## src/design/fetch_settings.svh

```systemverilog
`ifndef FETCH_SETTINGS_SVH
`define FETCH_SETTINGS_SVH

// Instruction address width, one 32-bit word per fetch
`define PC_W 12

// Branch history table entries, power of two
`define BHT_DEPTH 16

// Fixed start address of the interrupt service routine
`define ISR_VECTOR 12'h100

// SYSTEM opcode, treated as URET at fetch
`define URET_OPCODE 7'h73

// Drain counter width and completion values
`define DRAIN_CNT_W 2
`define ENTRY_COUNT 2'd3
`define EXIT_COUNT 2'd2

`endif

```

## src/design/fetch_pkg.sv

```systemverilog
`include "fetch_settings.svh"

package fetch_pkg;

	typedef logic [`PC_W-1:0] pc_t;	// One word address

	typedef enum logic [1:0] {
		CORR_NONE      = 2'b00,
		CORR_TAKEN     = 2'b01,	// Predicted not taken, was taken
		CORR_NOT_TAKEN = 2'b10	// Predicted taken, was not taken
	} correction_e;

	typedef enum logic [1:0] {
		IRQ_IDLE   = 2'b00,
		IRQ_DRAIN  = 2'b01,	// Pipeline drains before entry
		IRQ_RUN    = 2'b10,
		IRQ_RETURN = 2'b11	// URET seen, waiting for exit count
	} irq_state_e;

	typedef struct packed {
		logic        is_branch;
		logic        taken;
		correction_e correction;
		pc_t         branch_pc;
		pc_t         target;
	} exe_resolve_t;

	typedef struct packed {
		logic sel_pc;	// Decode wants to jump
		logic jump_in_bht;	// Already redirected by the predictor
		pc_t  target;
	} id_jump_t;

	typedef struct packed {
		logic taken;
		pc_t  target;
	} prediction_t;

	typedef struct packed {
		logic sel_isr;
		logic ret_isr;
		logic isr_flush;
		logic isr_running;
		pc_t  save_pc;	// Resume address after the routine
	} isr_ctrl_t;

endpackage

```

## src/design/branch_predictor.sv

```systemverilog
`timescale 1ns/1ps
`include "fetch_settings.svh"

module branch_predictor (
	input  logic                   clk,
	input  logic                   nrst,
	input  fetch_pkg::pc_t         pc,
	input  fetch_pkg::exe_resolve_t exe_resolve,
	output fetch_pkg::prediction_t prediction
);

	localparam int IDX_W = $clog2(`BHT_DEPTH);
	localparam int TAG_W = `PC_W - 2 - IDX_W;	// Bits above index and word offset

	localparam logic [1:0] WEAK_NT = 2'b01;
	localparam logic [1:0] STRONG_T = 2'b11;
	localparam logic [1:0] STRONG_NT = 2'b00;

	logic [1:0]       bht_cnt [`BHT_DEPTH];
	logic [TAG_W-1:0] bht_tag [`BHT_DEPTH];
	fetch_pkg::pc_t   bht_tgt [`BHT_DEPTH];

	logic [IDX_W-1:0] rd_idx;
	logic [TAG_W-1:0] rd_tag;
	logic [IDX_W-1:0] wr_idx;
	logic [TAG_W-1:0] wr_tag;
	logic [1:0]       cur_cnt;
	logic [1:0]       new_cnt;

	// Fetch side lookup
	assign rd_idx = pc[IDX_W+1:2];
	assign rd_tag = pc[`PC_W-1:IDX_W+2];

	assign prediction.taken  = bht_cnt[rd_idx][1] && (bht_tag[rd_idx] == rd_tag);
	assign prediction.target = bht_tgt[rd_idx];

	// Execute side update
	assign wr_idx  = exe_resolve.branch_pc[IDX_W+1:2];
	assign wr_tag  = exe_resolve.branch_pc[`PC_W-1:IDX_W+2];
	assign cur_cnt = bht_cnt[wr_idx];

	always_comb begin
		new_cnt = cur_cnt;
		if (exe_resolve.taken) begin
			if (cur_cnt != STRONG_T)
				new_cnt = cur_cnt + 2'd1;
		end else begin
			if (cur_cnt != STRONG_NT)
				new_cnt = cur_cnt - 2'd1;
		end
	end

	always_ff @(posedge clk) begin
		if (!nrst) begin
			for (int i = 0; i < `BHT_DEPTH; i++) begin
				bht_cnt[i] <= WEAK_NT;
			end
		end else if (exe_resolve.is_branch) begin
			bht_cnt[wr_idx] <= new_cnt;
		end
	end

	// Tag follows the last branch resolved into the entry
	always_ff @(posedge clk) begin
		if (exe_resolve.is_branch) begin
			bht_tag[wr_idx] <= wr_tag;
			if (exe_resolve.taken)
				bht_tgt[wr_idx] <= exe_resolve.target;
		end
	end

	a_corr_needs_branch: assert property (
		@(posedge clk) disable iff (!nrst)
		(exe_resolve.correction != fetch_pkg::CORR_NONE) |-> exe_resolve.is_branch
	) else $error("correction without is_branch");

endmodule

```

## src/design/fetch_ctrl_top.sv

```systemverilog
`timescale 1ns/1ps

module fetch_ctrl_top (
	input  logic                    clk,
	input  logic                    nrst,
	input  logic                    stall,	// From hazard unit
	input  logic                    int_sig,	// Active low
	input  logic [6:0]              if_opcode,
	input  fetch_pkg::id_jump_t     id_jump,
	input  fetch_pkg::exe_resolve_t exe_resolve,
	output fetch_pkg::pc_t          pc,
	output fetch_pkg::isr_ctrl_t    isr_ctrl
);

	fetch_pkg::prediction_t prediction;

	irq_controller u_irq (
		.clk            (clk),
		.nrst           (nrst),
		.stall          (stall),
		.int_sig        (int_sig),
		.if_opcode      (if_opcode),
		.pc             (pc),
		.pred_taken     (prediction.taken),
		.exe_correction (exe_resolve.correction),
		.id_jump        (id_jump),
		.isr_ctrl       (isr_ctrl)
	);

	branch_predictor u_bp (
		.clk         (clk),
		.nrst        (nrst),
		.pc          (pc),
		.exe_resolve (exe_resolve),
		.prediction  (prediction)
	);

	pc_sequencer u_pcs (
		.clk         (clk),
		.nrst        (nrst),
		.stall       (stall),
		.isr_ctrl    (isr_ctrl),
		.prediction  (prediction),
		.exe_resolve (exe_resolve),
		.id_jump     (id_jump),
		.pc          (pc)
	);

endmodule

```

## src/design/irq_controller.sv

```systemverilog
`timescale 1ns/1ps
`include "fetch_settings.svh"

module irq_controller (
	input  logic                   clk,
	input  logic                   nrst,
	input  logic                   stall,
	input  logic                   int_sig,	// Active low
	input  logic [6:0]             if_opcode,
	input  fetch_pkg::pc_t         pc,
	input  logic                   pred_taken,
	input  fetch_pkg::correction_e exe_correction,
	input  fetch_pkg::id_jump_t    id_jump,
	output fetch_pkg::isr_ctrl_t   isr_ctrl
);

	localparam logic [`DRAIN_CNT_W-1:0] CNT_ONE = 1;

	logic [`DRAIN_CNT_W-1:0] drain_cnt;
	logic                    isr_en;	// Cleared at entry and set again once int_sig is high
	logic                    sel_isr;
	logic                    ret_isr;
	logic                    isr_running;
	fetch_pkg::pc_t          save_pc;
	fetch_pkg::irq_state_e   state;

	logic uret_seen;
	logic drain_active;
	logic redirect;
	logic entry;
	logic uret_accept;
	logic entry_done;
	logic exit_done;
	logic save_pc_en;

	assign uret_seen    = (if_opcode == `URET_OPCODE);
	assign drain_active = (drain_cnt != '0) || uret_seen;	// Pipeline must not advance
	assign redirect     = (exe_correction != fetch_pkg::CORR_NONE) || pred_taken ||
	                      (id_jump.sel_pc && !id_jump.jump_in_bht);

	assign entry       = !int_sig && isr_en && !sel_isr;
	assign uret_accept = uret_seen && (state == fetch_pkg::IRQ_RUN);
	assign entry_done  = (drain_cnt == `ENTRY_COUNT) && !isr_running && !stall;
	assign exit_done   = (drain_cnt == `EXIT_COUNT) && isr_running && !stall;

	// Entry edge or any redirect landing while the pipe drains
	assign save_pc_en = (entry || (drain_active && redirect)) && !isr_running;

	always_ff @(posedge clk) begin
		if (!nrst) begin
			drain_cnt   <= '0;
			isr_en      <= 1'b1;
			sel_isr     <= 1'b0;
			ret_isr     <= 1'b0;
			isr_running <= 1'b0;
			state       <= fetch_pkg::IRQ_IDLE;
		end else begin
			if (entry_done) begin
				drain_cnt   <= '0;
				isr_running <= 1'b1;
				sel_isr     <= 1'b1;
				state       <= fetch_pkg::IRQ_RUN;
			end else if (exit_done) begin
				drain_cnt   <= '0;
				isr_running <= 1'b0;
				ret_isr     <= 1'b0;
				state       <= fetch_pkg::IRQ_IDLE;
			end else if (uret_accept) begin
				drain_cnt <= CNT_ONE;	// Start return count
				ret_isr   <= 1'b1;
				sel_isr   <= 1'b0;
				state     <= fetch_pkg::IRQ_RETURN;
			end else if (entry) begin
				drain_cnt <= CNT_ONE;
				state     <= fetch_pkg::IRQ_DRAIN;
			end else if ((drain_cnt != '0) && !stall) begin
				drain_cnt <= drain_cnt + CNT_ONE;	// Frozen by stall
			end

			// No new entry until int_sig has been released while idle
			if (entry)
				isr_en <= 1'b0;
			else if (int_sig && !isr_running && !drain_active)
				isr_en <= 1'b1;
		end
	end

	always_ff @(posedge clk) begin
		if (!nrst)
			save_pc <= '0;
		else if (save_pc_en)
			save_pc <= pc;
	end

	assign isr_ctrl.sel_isr     = sel_isr;
	assign isr_ctrl.ret_isr     = ret_isr;
	assign isr_ctrl.isr_flush   = drain_active && !ret_isr;
	assign isr_ctrl.isr_running = isr_running;
	assign isr_ctrl.save_pc     = save_pc;

	a_sel_ret_exclusive: assert property (
		@(posedge clk) disable iff (!nrst)
		!(sel_isr && ret_isr)
	) else $error("sel_isr and ret_isr high together");

	// Resume address is frozen once the routine runs
	a_save_pc_stable: assert property (
		@(posedge clk) disable iff (!nrst)
		isr_running |=> $stable(save_pc)
	) else $error("save_pc changed while isr_running");

endmodule

```

## src/design/pc_sequencer.sv

```systemverilog
`timescale 1ns/1ps
`include "fetch_settings.svh"

module pc_sequencer (
	input  logic                    clk,
	input  logic                    nrst,
	input  logic                    stall,
	input  fetch_pkg::isr_ctrl_t    isr_ctrl,
	input  fetch_pkg::prediction_t  prediction,
	input  fetch_pkg::exe_resolve_t exe_resolve,
	input  fetch_pkg::id_jump_t     id_jump,
	output fetch_pkg::pc_t          pc
);

	localparam fetch_pkg::pc_t PC_STEP = 4;

	fetch_pkg::pc_t pc_q;
	fetch_pkg::pc_t pc_next;
	logic           sel_isr_q;	// Delayed copies for edge detect
	logic           running_q;
	logic           isr_enter;
	logic           isr_leave;

	assign isr_enter = isr_ctrl.sel_isr && !sel_isr_q;
	assign isr_leave = !isr_ctrl.isr_running && running_q;

	always_comb begin
		if (isr_enter)
			pc_next = `ISR_VECTOR;
		else if (isr_leave)
			pc_next = isr_ctrl.save_pc;	// Resume interrupted flow
		else if (isr_ctrl.isr_flush || stall)
			pc_next = pc_q;
		else if (exe_resolve.correction == fetch_pkg::CORR_TAKEN)
			pc_next = exe_resolve.target;
		else if (exe_resolve.correction == fetch_pkg::CORR_NOT_TAKEN)
			pc_next = exe_resolve.branch_pc + PC_STEP;
		else if (id_jump.sel_pc && !id_jump.jump_in_bht)
			pc_next = id_jump.target;	// Jump the predictor missed
		else if (prediction.taken)
			pc_next = prediction.target;
		else
			pc_next = pc_q + PC_STEP;
	end

	always_ff @(posedge clk) begin
		if (!nrst) begin
			pc_q      <= '0;
			sel_isr_q <= 1'b0;
			running_q <= 1'b0;
		end else begin
			pc_q      <= pc_next;
			sel_isr_q <= isr_ctrl.sel_isr;
			running_q <= isr_ctrl.isr_running;
		end
	end

	assign pc = pc_q;

	// Every source of pc_next must be word aligned
	a_pc_aligned: assert property (
		@(posedge clk) disable iff (!nrst)
		pc_q[1:0] == 2'b00
	) else $error("pc not word aligned: %h", pc_q);

endmodule

```

## config.mk

```make
export PLATFORM = sky130hd
export DESIGN_NAME = fetch_ctrl_top
export DESIGN_NICKNAME = d
export VERILOG_FILES = /design/src/design/fetch_pkg.sv /design/src/design/branch_predictor.sv /design/src/design/fetch_ctrl_top.sv /design/src/design/irq_controller.sv /design/src/design/pc_sequencer.sv
export VERILOG_INCLUDE_DIRS = /design/src /design/src/design
export SDC_FILE = /design/constraint.sdc
export NUM_CORES = 1
export LEC_CHECK = 0
export BUFFER_PORTS_ARGS = -buffer_cell sky130_fd_sc_hd__buf_2
export CORE_MARGIN = 8
export CORE_UTILIZATION = 40
export CTS_BUF_LIST = sky130_fd_sc_hd__clkbuf_8
export DETAILED_ROUTE_END_ITERATION = 8
export SKIP_LAST_GASP = 1
export SYNTH_ARGS = -nofsm -noshare
export SYNTH_HDL_FRONTEND = slang
export SYNTH_SLANG_ARGS = --single-unit
export TNS_END_PERCENT = 30
```

## constraint.sdc

```tcl
create_clock -name clk -period 4.1 [get_ports clk]
set_input_delay 0.82 -clock clk [delete_from_list [all_inputs] [get_ports clk]]
set_output_delay 0.82 -clock clk [all_outputs]
set_load 0.005 [all_outputs]
```

* Word-level counts from Yosys, hierarchy flattened *
Memory sizes are Yosys's and may differ from the RTL's. A register that Yosys moved wholly into a read port is not among the register bits.
Index checks and enable logic that the tools add are counted.

word-level totals
  bits in registers = 34
  RAM bits = 320
  input port bits = 53
  memories = 3

operators by class
  add/subtract/negate cells = 5
  eq/ne operators = 11
  multiplexer cells = 43
  bitwise gates (word level) = 2
  reductions and logical operators = 46

memory list
  name          depth  bits a word  rd ports  clocked after Yosys merged registers in  wr ports  line                    text
  u_bp.bht_tgt  16     12           1         1                                        1         branch_predictor.sv:21  fetch_pkg::pc_t bht_tgt [`BHT_DEPTH];
  u_bp.bht_tag  16     6            1         1                                        1         branch_predictor.sv:20  logic [TAG_W-1:0] bht_tag [`BHT_DEPTH];
  u_bp.bht_cnt  16     2            2         1                                        16        branch_predictor.sv:19  logic [1:0] bht_cnt [`BHT_DEPTH];

operators with widths
  cell                   count
  $mux 12                6
  $mux 4                 7
  $add 12x3->12 const B  2
  $mux 1                 21
  $logic_and 1x1->1      17
  $mux 2                 8
  $reduce_bool 2->1      8
  $mux 9                 1
  $eq 2x2->1 const B     4
  $logic_not 1->1        8
  $eq 7x7->1 const B     1
  $eq 6x6->1             1
  $logic_or 1x1->1       5
  $reduce_or 5->1        1
  $add 2x1->2 const B    2
  $ne 2x1->1 const B     2
  $reduce_and 2->1       2
  $reduce_bool 4->1      1
  $reduce_or 2->1        2
  $ne 3x1->1 const B     1
  $reduce_bool 3->1      1
  $reduce_or 3->1        1
  $eq 2x1->1 const B     1
  $ne 2x2->1 const B     1
  other kinds (2)        3

* Depth between registers and ports, before layout *
  depth in word-level cells = 10
  mapped depth = 13
  depth with buffers taken out = 9

* Hierarchy *
Synthesis repeated with hierarchy kept, for this count alone.

unflattened totals
  cell total of the unflattened synthesis = 937
  area total of the unflattened synthesis = 15299.7 um2

by module, submodules not included
  module            times used  cells an instance  area an instance (um2)  sequential area each (um2)
  branch_predictor  1           628                12928.6                 9609.2
  pc_sequencer      1           208                1442.6                  280.3
  irq_controller    1           101                928.4                   400.4

* Least setup slack after synthesis *
No wires, ideal clock.

  kind = input -> register
  from = input exe_resolve[14] in the netlist's numbering
  to = memory u_bp.bht_tgt[2][0] in the netlist's numbering (enable)
  arrival = 2.813 ns
  data required time = 3.688 ns
  setup slack = 0.875 ns
  stages = 6
  buffers on the path = 2
  cells stage by stage = buf_1 -> inv_1 -> ha_1 -> nand2_1 -> clkbuf_1 -> nor4_1

RTL lines
  element      line                    text
  from (decl)  fetch_ctrl_top.sv:10    input fetch_pkg::exe_resolve_t exe_resolve,
  to (decl)    branch_predictor.sv:21

Straight into the memory's write port.

==> flow_results.xml <==
<?xml version="1.0" encoding="UTF-8"?>
<metrics>
  <group name="setup_path">
    <metric name="start_kind" unit="">flop</metric>
    <metric name="slowest_delay" unit="ns">0.61</metric>
    <metric name="setup.worst_path.class" unit="">flop to flop</metric>
    <metric name="critical_path.slowest_cell" unit="">sky130_fd_sc_hd__mux4_1</metric>
    <metric name="worstPathCellList" unit="">mux4_1 &gt; mux4_2 &gt; xor2_1 &gt; nor4_1 &gt; nand4_2 &gt; a31o_2 &gt; a21oi_4 &gt; o21ai_0</metric>
    <metric name="largest_delay_share_family_worst_path" unit="">multiplexers</metric>
    <metric name="worstSetupEndpointType" unit="">flop</metric>
    <metric name="worstPathRequired" unit="ns">4.60</metric>
    <metric name="worst-path-max-fanout" unit="">24</metric>
    <metric name="worstPathArrival" unit="ns">4.21</metric>
    <metric name="cp.buffers_inverters" unit="">0</metric>
  </group>
  <group name="yosys">
    <metric name="yosysSeqAreaShare" unit="">0.6804</metric>
    <metric name="ys_ff_latch" unit="">358</metric>
    <metric name="synth.lib_cells_used.distinct" unit="">58</metric>
    <metric name="post_synth.cell_area_avg" unit="um^2">16.60</metric>
    <metric name="ys.flop_type" unit="">sky130_fd_sc_hd__edfxtp_1</metric>
    <metric name="ys.warnings.count" unit="">0</metric>
    <metric name="mapped_cells" unit="">918</metric>
    <metric name="syn_area" unit="um^2">15240</metric>
    <metric name="synth_enable_flop_cells" unit="">320</metric>
    <metric name="postSynthNetCount" unit="">979</metric>
    <metric name="asyncSetResetFlopFracSynth" unit="">0</metric>
  </group>
  <group name="cts">
    <metric name="numCtsBuffers" unit="">56</metric>
    <metric name="clk_root_buffer_cell" unit="">sky130_fd_sc_hd__clkbuf_8</metric>
    <metric name="cts_htree_levels" unit="">2</metric>
    <metric name="clk_path_buf_depth" unit="">3</metric>
    <metric name="tritoncts_clock_tree" unit="">yes</metric>
    <metric name="cts_clk_pin_slew_worst_paths" unit="ns">0.06</metric>
    <metric name="clock_latency_late_sink" unit="ns">0.64</metric>
    <metric name="post-cts-setup-buffers" unit="">0</metric>
    <metric name="numClockSinks" unit="">358</metric>
    <metric name="post_cts_resize_count" unit="">0</metric>
    <metric name="hold_buffers" unit="">0</metric>
  </group>
  <group name="routing">
    <metric name="drt_iter0_drc" unit="">729</metric>
    <metric name="wl_per_cell" unit="um">24.68</metric>
    <metric name="drtAntennaViolNets" unit="">0</metric>
    <metric name="totalWireLength" unit="um">39190</metric>
    <metric name="drt_pass1_iterations" unit="">7</metric>
    <metric name="via_per_instance_ratio" unit="">5.554</metric>
    <metric name="route.detailed.drc" unit="">0</metric>
    <metric name="vias_after_detailed_routing" unit="">8820</metric>
  </group>
  <group name="finish">
    <metric name="post_route_cells_drive_above_1_share" unit="">0.2909</metric>
    <metric name="layout-area-overhead-vs-synth" unit="%">14.90</metric>
    <metric name="fill_cells" unit="">3231</metric>
    <metric name="final_util" unit="">0.4660</metric>
    <metric name="nNetsFinal" unit="">1090</metric>
    <metric name="post-route-cell-area" unit="um^2">17510</metric>
    <metric name="final_cells" unit="">1588</metric>
  </group>
  <group name="grt">
    <metric name="antenna_found_initial" unit="">2</metric>
    <metric name="grt_pass1_vias" unit="">8875</metric>
    <metric name="global_route_wire_length_before_repair" unit="um">57930</metric>
    <metric name="grt_max_degree" unit="">49</metric>
    <metric name="grt_use_total" unit="">0.1745</metric>
    <metric name="grt_remaining_overflow" unit="">0</metric>
  </group>
  <group name="timing">
    <metric name="relSlewSlack" unit="">0.4373</metric>
    <metric name="min_period_over_period" unit="">0.9048</metric>
    <metric name="worst_clock_skew" unit="ns">0.05719</metric>
    <metric name="min_period" unit="ns">3.709</metric>
    <metric name="achievable-frequency" unit="MHz">269.6</metric>
    <metric name="tightest_slew" unit="ns">0.8409</metric>
    <metric name="fin_setup_tns" unit="ns">0</metric>
    <metric name="report.final.hold_viol_count" unit="">0</metric>
    <metric name="grt_setup_unrepaired" unit="">false</metric>
    <metric name="timing_max_transition_violations_final" unit="">0</metric>
    <metric name="finalSetupViolCount" unit="">0</metric>
  </group>
  <group name="power_and_ir_drop">
    <metric name="worst_ir_drop_vdd" unit="mV">0.2568</metric>
    <metric name="total_power" unit="uW">7993</metric>
    <metric name="power-per-cell-area" unit="nW/um^2">456.4</metric>
    <metric name="leakage" unit="uW">0.005775</metric>
  </group>
  <group name="floorplan">
    <metric name="overall_die_area" unit="um^2">44600</metric>
    <metric name="initial_core_util" unit="">0.4056</metric>
    <metric name="io_pins" unit="">81</metric>
    <metric name="rows" unit="">71</metric>
    <metric name="die_w" unit="um">211.2</metric>
    <metric name="die_span_in_y" unit="um">211.2</metric>
    <metric name="fp.coreArea" unit="um^2">37580</metric>
  </group>
  <group name="hold_path">
    <metric name="worstHoldStart" unit="">int_sig</metric>
    <metric name="timing.hold.worst.class" unit="">input port to flop</metric>
  </group>
  <group name="status">
    <metric name="outcome" unit="">finished, final reports clean</metric>
  </group>
  <group name="placement">
    <metric name="dpl-instance-area" unit="um^2">16340</metric>
    <metric name="detailedPlacementHpwl" unit="um">25260</metric>
    <metric name="placed_cells" unit="">1482</metric>
    <metric name="buffer_ports.inserted" unit="">80</metric>
    <metric name="gpl.final_weighted_congestion" unit="">0.8883</metric>
  </group>
  <group name="flow_run">
    <metric name="maxCapViolCount" unit="">0</metric>
  </group>
</metrics>
final timing paths:
kind,to,slack [ns],cells after the start
worst max-delay path,u_irq.save_pc[3]$_SDFFE_PN0P_,0.39,8
worst min-delay path,u_irq.isr_en$_SDFFE_PN1P_,0.48,3
worst max register to register,u_irq.save_pc[3]$_SDFFE_PN0P_,0.39,8
worst min register to register,u_irq.state[0]$_SDFFE_PP0P_,0.48,2
Yosys cell counts (all sizes together) (3+ instances only):
| cell type | n | area (um^2) |
|---|---|---|
| nor4 | 4 | 25.02 |
| a21oi | 15 | 86.34 |
| a22oi | 3 | 22.52 |
| nor2 | 67 | 251.5 |
| xnor2 | 14 | 122.6 |
| nand4 | 6 | 43.79 |
| o31ai | 3 | 22.52 |
| clkbuf | 33 | 125.1 |
| o211ai | 3 | 22.52 |
| mux2i | 14 | 140.1 |
| mux2 | 5 | 56.30 |
| and2 | 7 | 43.79 |
| dfxtp | 38 | 760.7 |
| mux4 | 101 | 2323 |
| nor2b | 5 | 31.28 |
| nand3 | 30 | 150.1 |
| nand4b | 3 | 26.28 |
| edfxtp | 320 | 9609 |
| or2 | 4 | 25.02 |
| and3 | 4 | 25.02 |
| o21ai | 42 | 210.2 |
| xor2 | 7 | 61.31 |
| buf | 28 | 160.2 |
| nand2b | 14 | 87.58 |
| inv | 11 | 41.29 |
| ha | 8 | 100.1 |
| nor3 | 29 | 145.1 |
| a31oi | 6 | 37.54 |
| nand2 | 68 | 255.2 |
kinds of logic after synthesis:
| kind of cell | Yosys count | synth area share |
|---|---|---|
| simple gates | 246 | 0.07536 |
| fa+ha+maj | 10 | 0.007881 |
| xor+xnor | 21 | 0.01207 |
| flops | 358 | 0.6804 |
| mux | 120 | 0.1653 |
| buf+inv | 73 | 0.02167 |
| compound gates | 90 | 0.03727 |
state kept, by name, indices dropped and copies added (netlist names), named ones only:
signal / cells
u_irq.isr_en: 1
u_irq.sel_isr: 1
u_pcs.pc: 10
u_irq.save_pc: 12
u_irq.isr_running: 1
u_irq.state: 2
u_pcs.running_q: 1
u_pcs.sel_isr_q: 1
u_bp.bht_tag: 96
u_bp.bht_cnt: 32
u_irq.ret_isr: 1
u_bp.bht_tgt: 192
u_irq.drain_cnt: 2
layer usage:
metal	wire (um)	vias up	track usage
met5	9	-	0
met4	1035	2	0.05816
li1	-	3870	-
met3	2983	76	0.03309
met1	16510	4528	0.2358
met2	18650	344	0.2818
worst register-to-register path: cells and delay by family (launching register included):
kind             cells  cell delay (ns)
flip-flops           1             0.52
multiplexers         2             1.15
XOR/XNOR             1             0.16
AO/OA/AOI/OAI        3             0.97
AND/OR/NAND/NOR      2             0.81
cell type report:
cell class              instances  area [um^2]  share of cell area
multi-input cells             487         4623              0.2640
inverters                      12        45.04            0.002572
diodes                          1        2.502           0.0001429
well taps                     511        639.4             0.03651
flip-flops and latches        358        10380              0.5927
clock inverters                48        381.6             0.02179
clock buffers                  57        784.5             0.04480
repair buffers                114        655.6             0.03744
power by group:
part           switching [uW]  leakage (uW)  total (uW)  internal (uW)
combinational             413       0.00191         740            326
sequential               77.3       0.00320        4130           4050
clock                    1430      0.000663        3130           1690
cells in the final DEF, fill, tap and decap left out, types with 13 or more instances in the layout:
| master | count |
|---|---|
| sky130_fd_sc_hd__a21oi_1 | 14 |
| sky130_fd_sc_hd__buf_2 | 80 |
| sky130_fd_sc_hd__buf_4 | 34 |
| sky130_fd_sc_hd__clkbuf_8 | 57 |
| sky130_fd_sc_hd__dfxtp_1 | 34 |
| sky130_fd_sc_hd__edfxtp_1 | 320 |
| sky130_fd_sc_hd__inv_1 | 28 |
| sky130_fd_sc_hd__mux2i_1 | 14 |
| sky130_fd_sc_hd__mux4_1 | 13 |
| sky130_fd_sc_hd__mux4_2 | 88 |
| sky130_fd_sc_hd__nand2_1 | 68 |
| sky130_fd_sc_hd__nand2b_1 | 14 |
| sky130_fd_sc_hd__nand3_1 | 30 |
| sky130_fd_sc_hd__nor2_1 | 67 |
| sky130_fd_sc_hd__nor3_1 | 15 |
| sky130_fd_sc_hd__nor3_2 | 14 |
| sky130_fd_sc_hd__o21ai_0 | 41 |
| sky130_fd_sc_hd__xnor2_1 | 14 |
per-stage QoR:
stage | hold slack (ns) | setup slack (ns)
5_1_grt | 0.4815 | 0.1522
3_5_place_dp | 0.4738 | 0.3304
2_1_floorplan | 0.4310 | 0.8747
4_1_cts | 0.4416 | 0.3521
6_report | 0.4818 | 0.3905
3_3_place_gp | 0.4617 | 0.3536
Power figures use the tool's default switching activity.
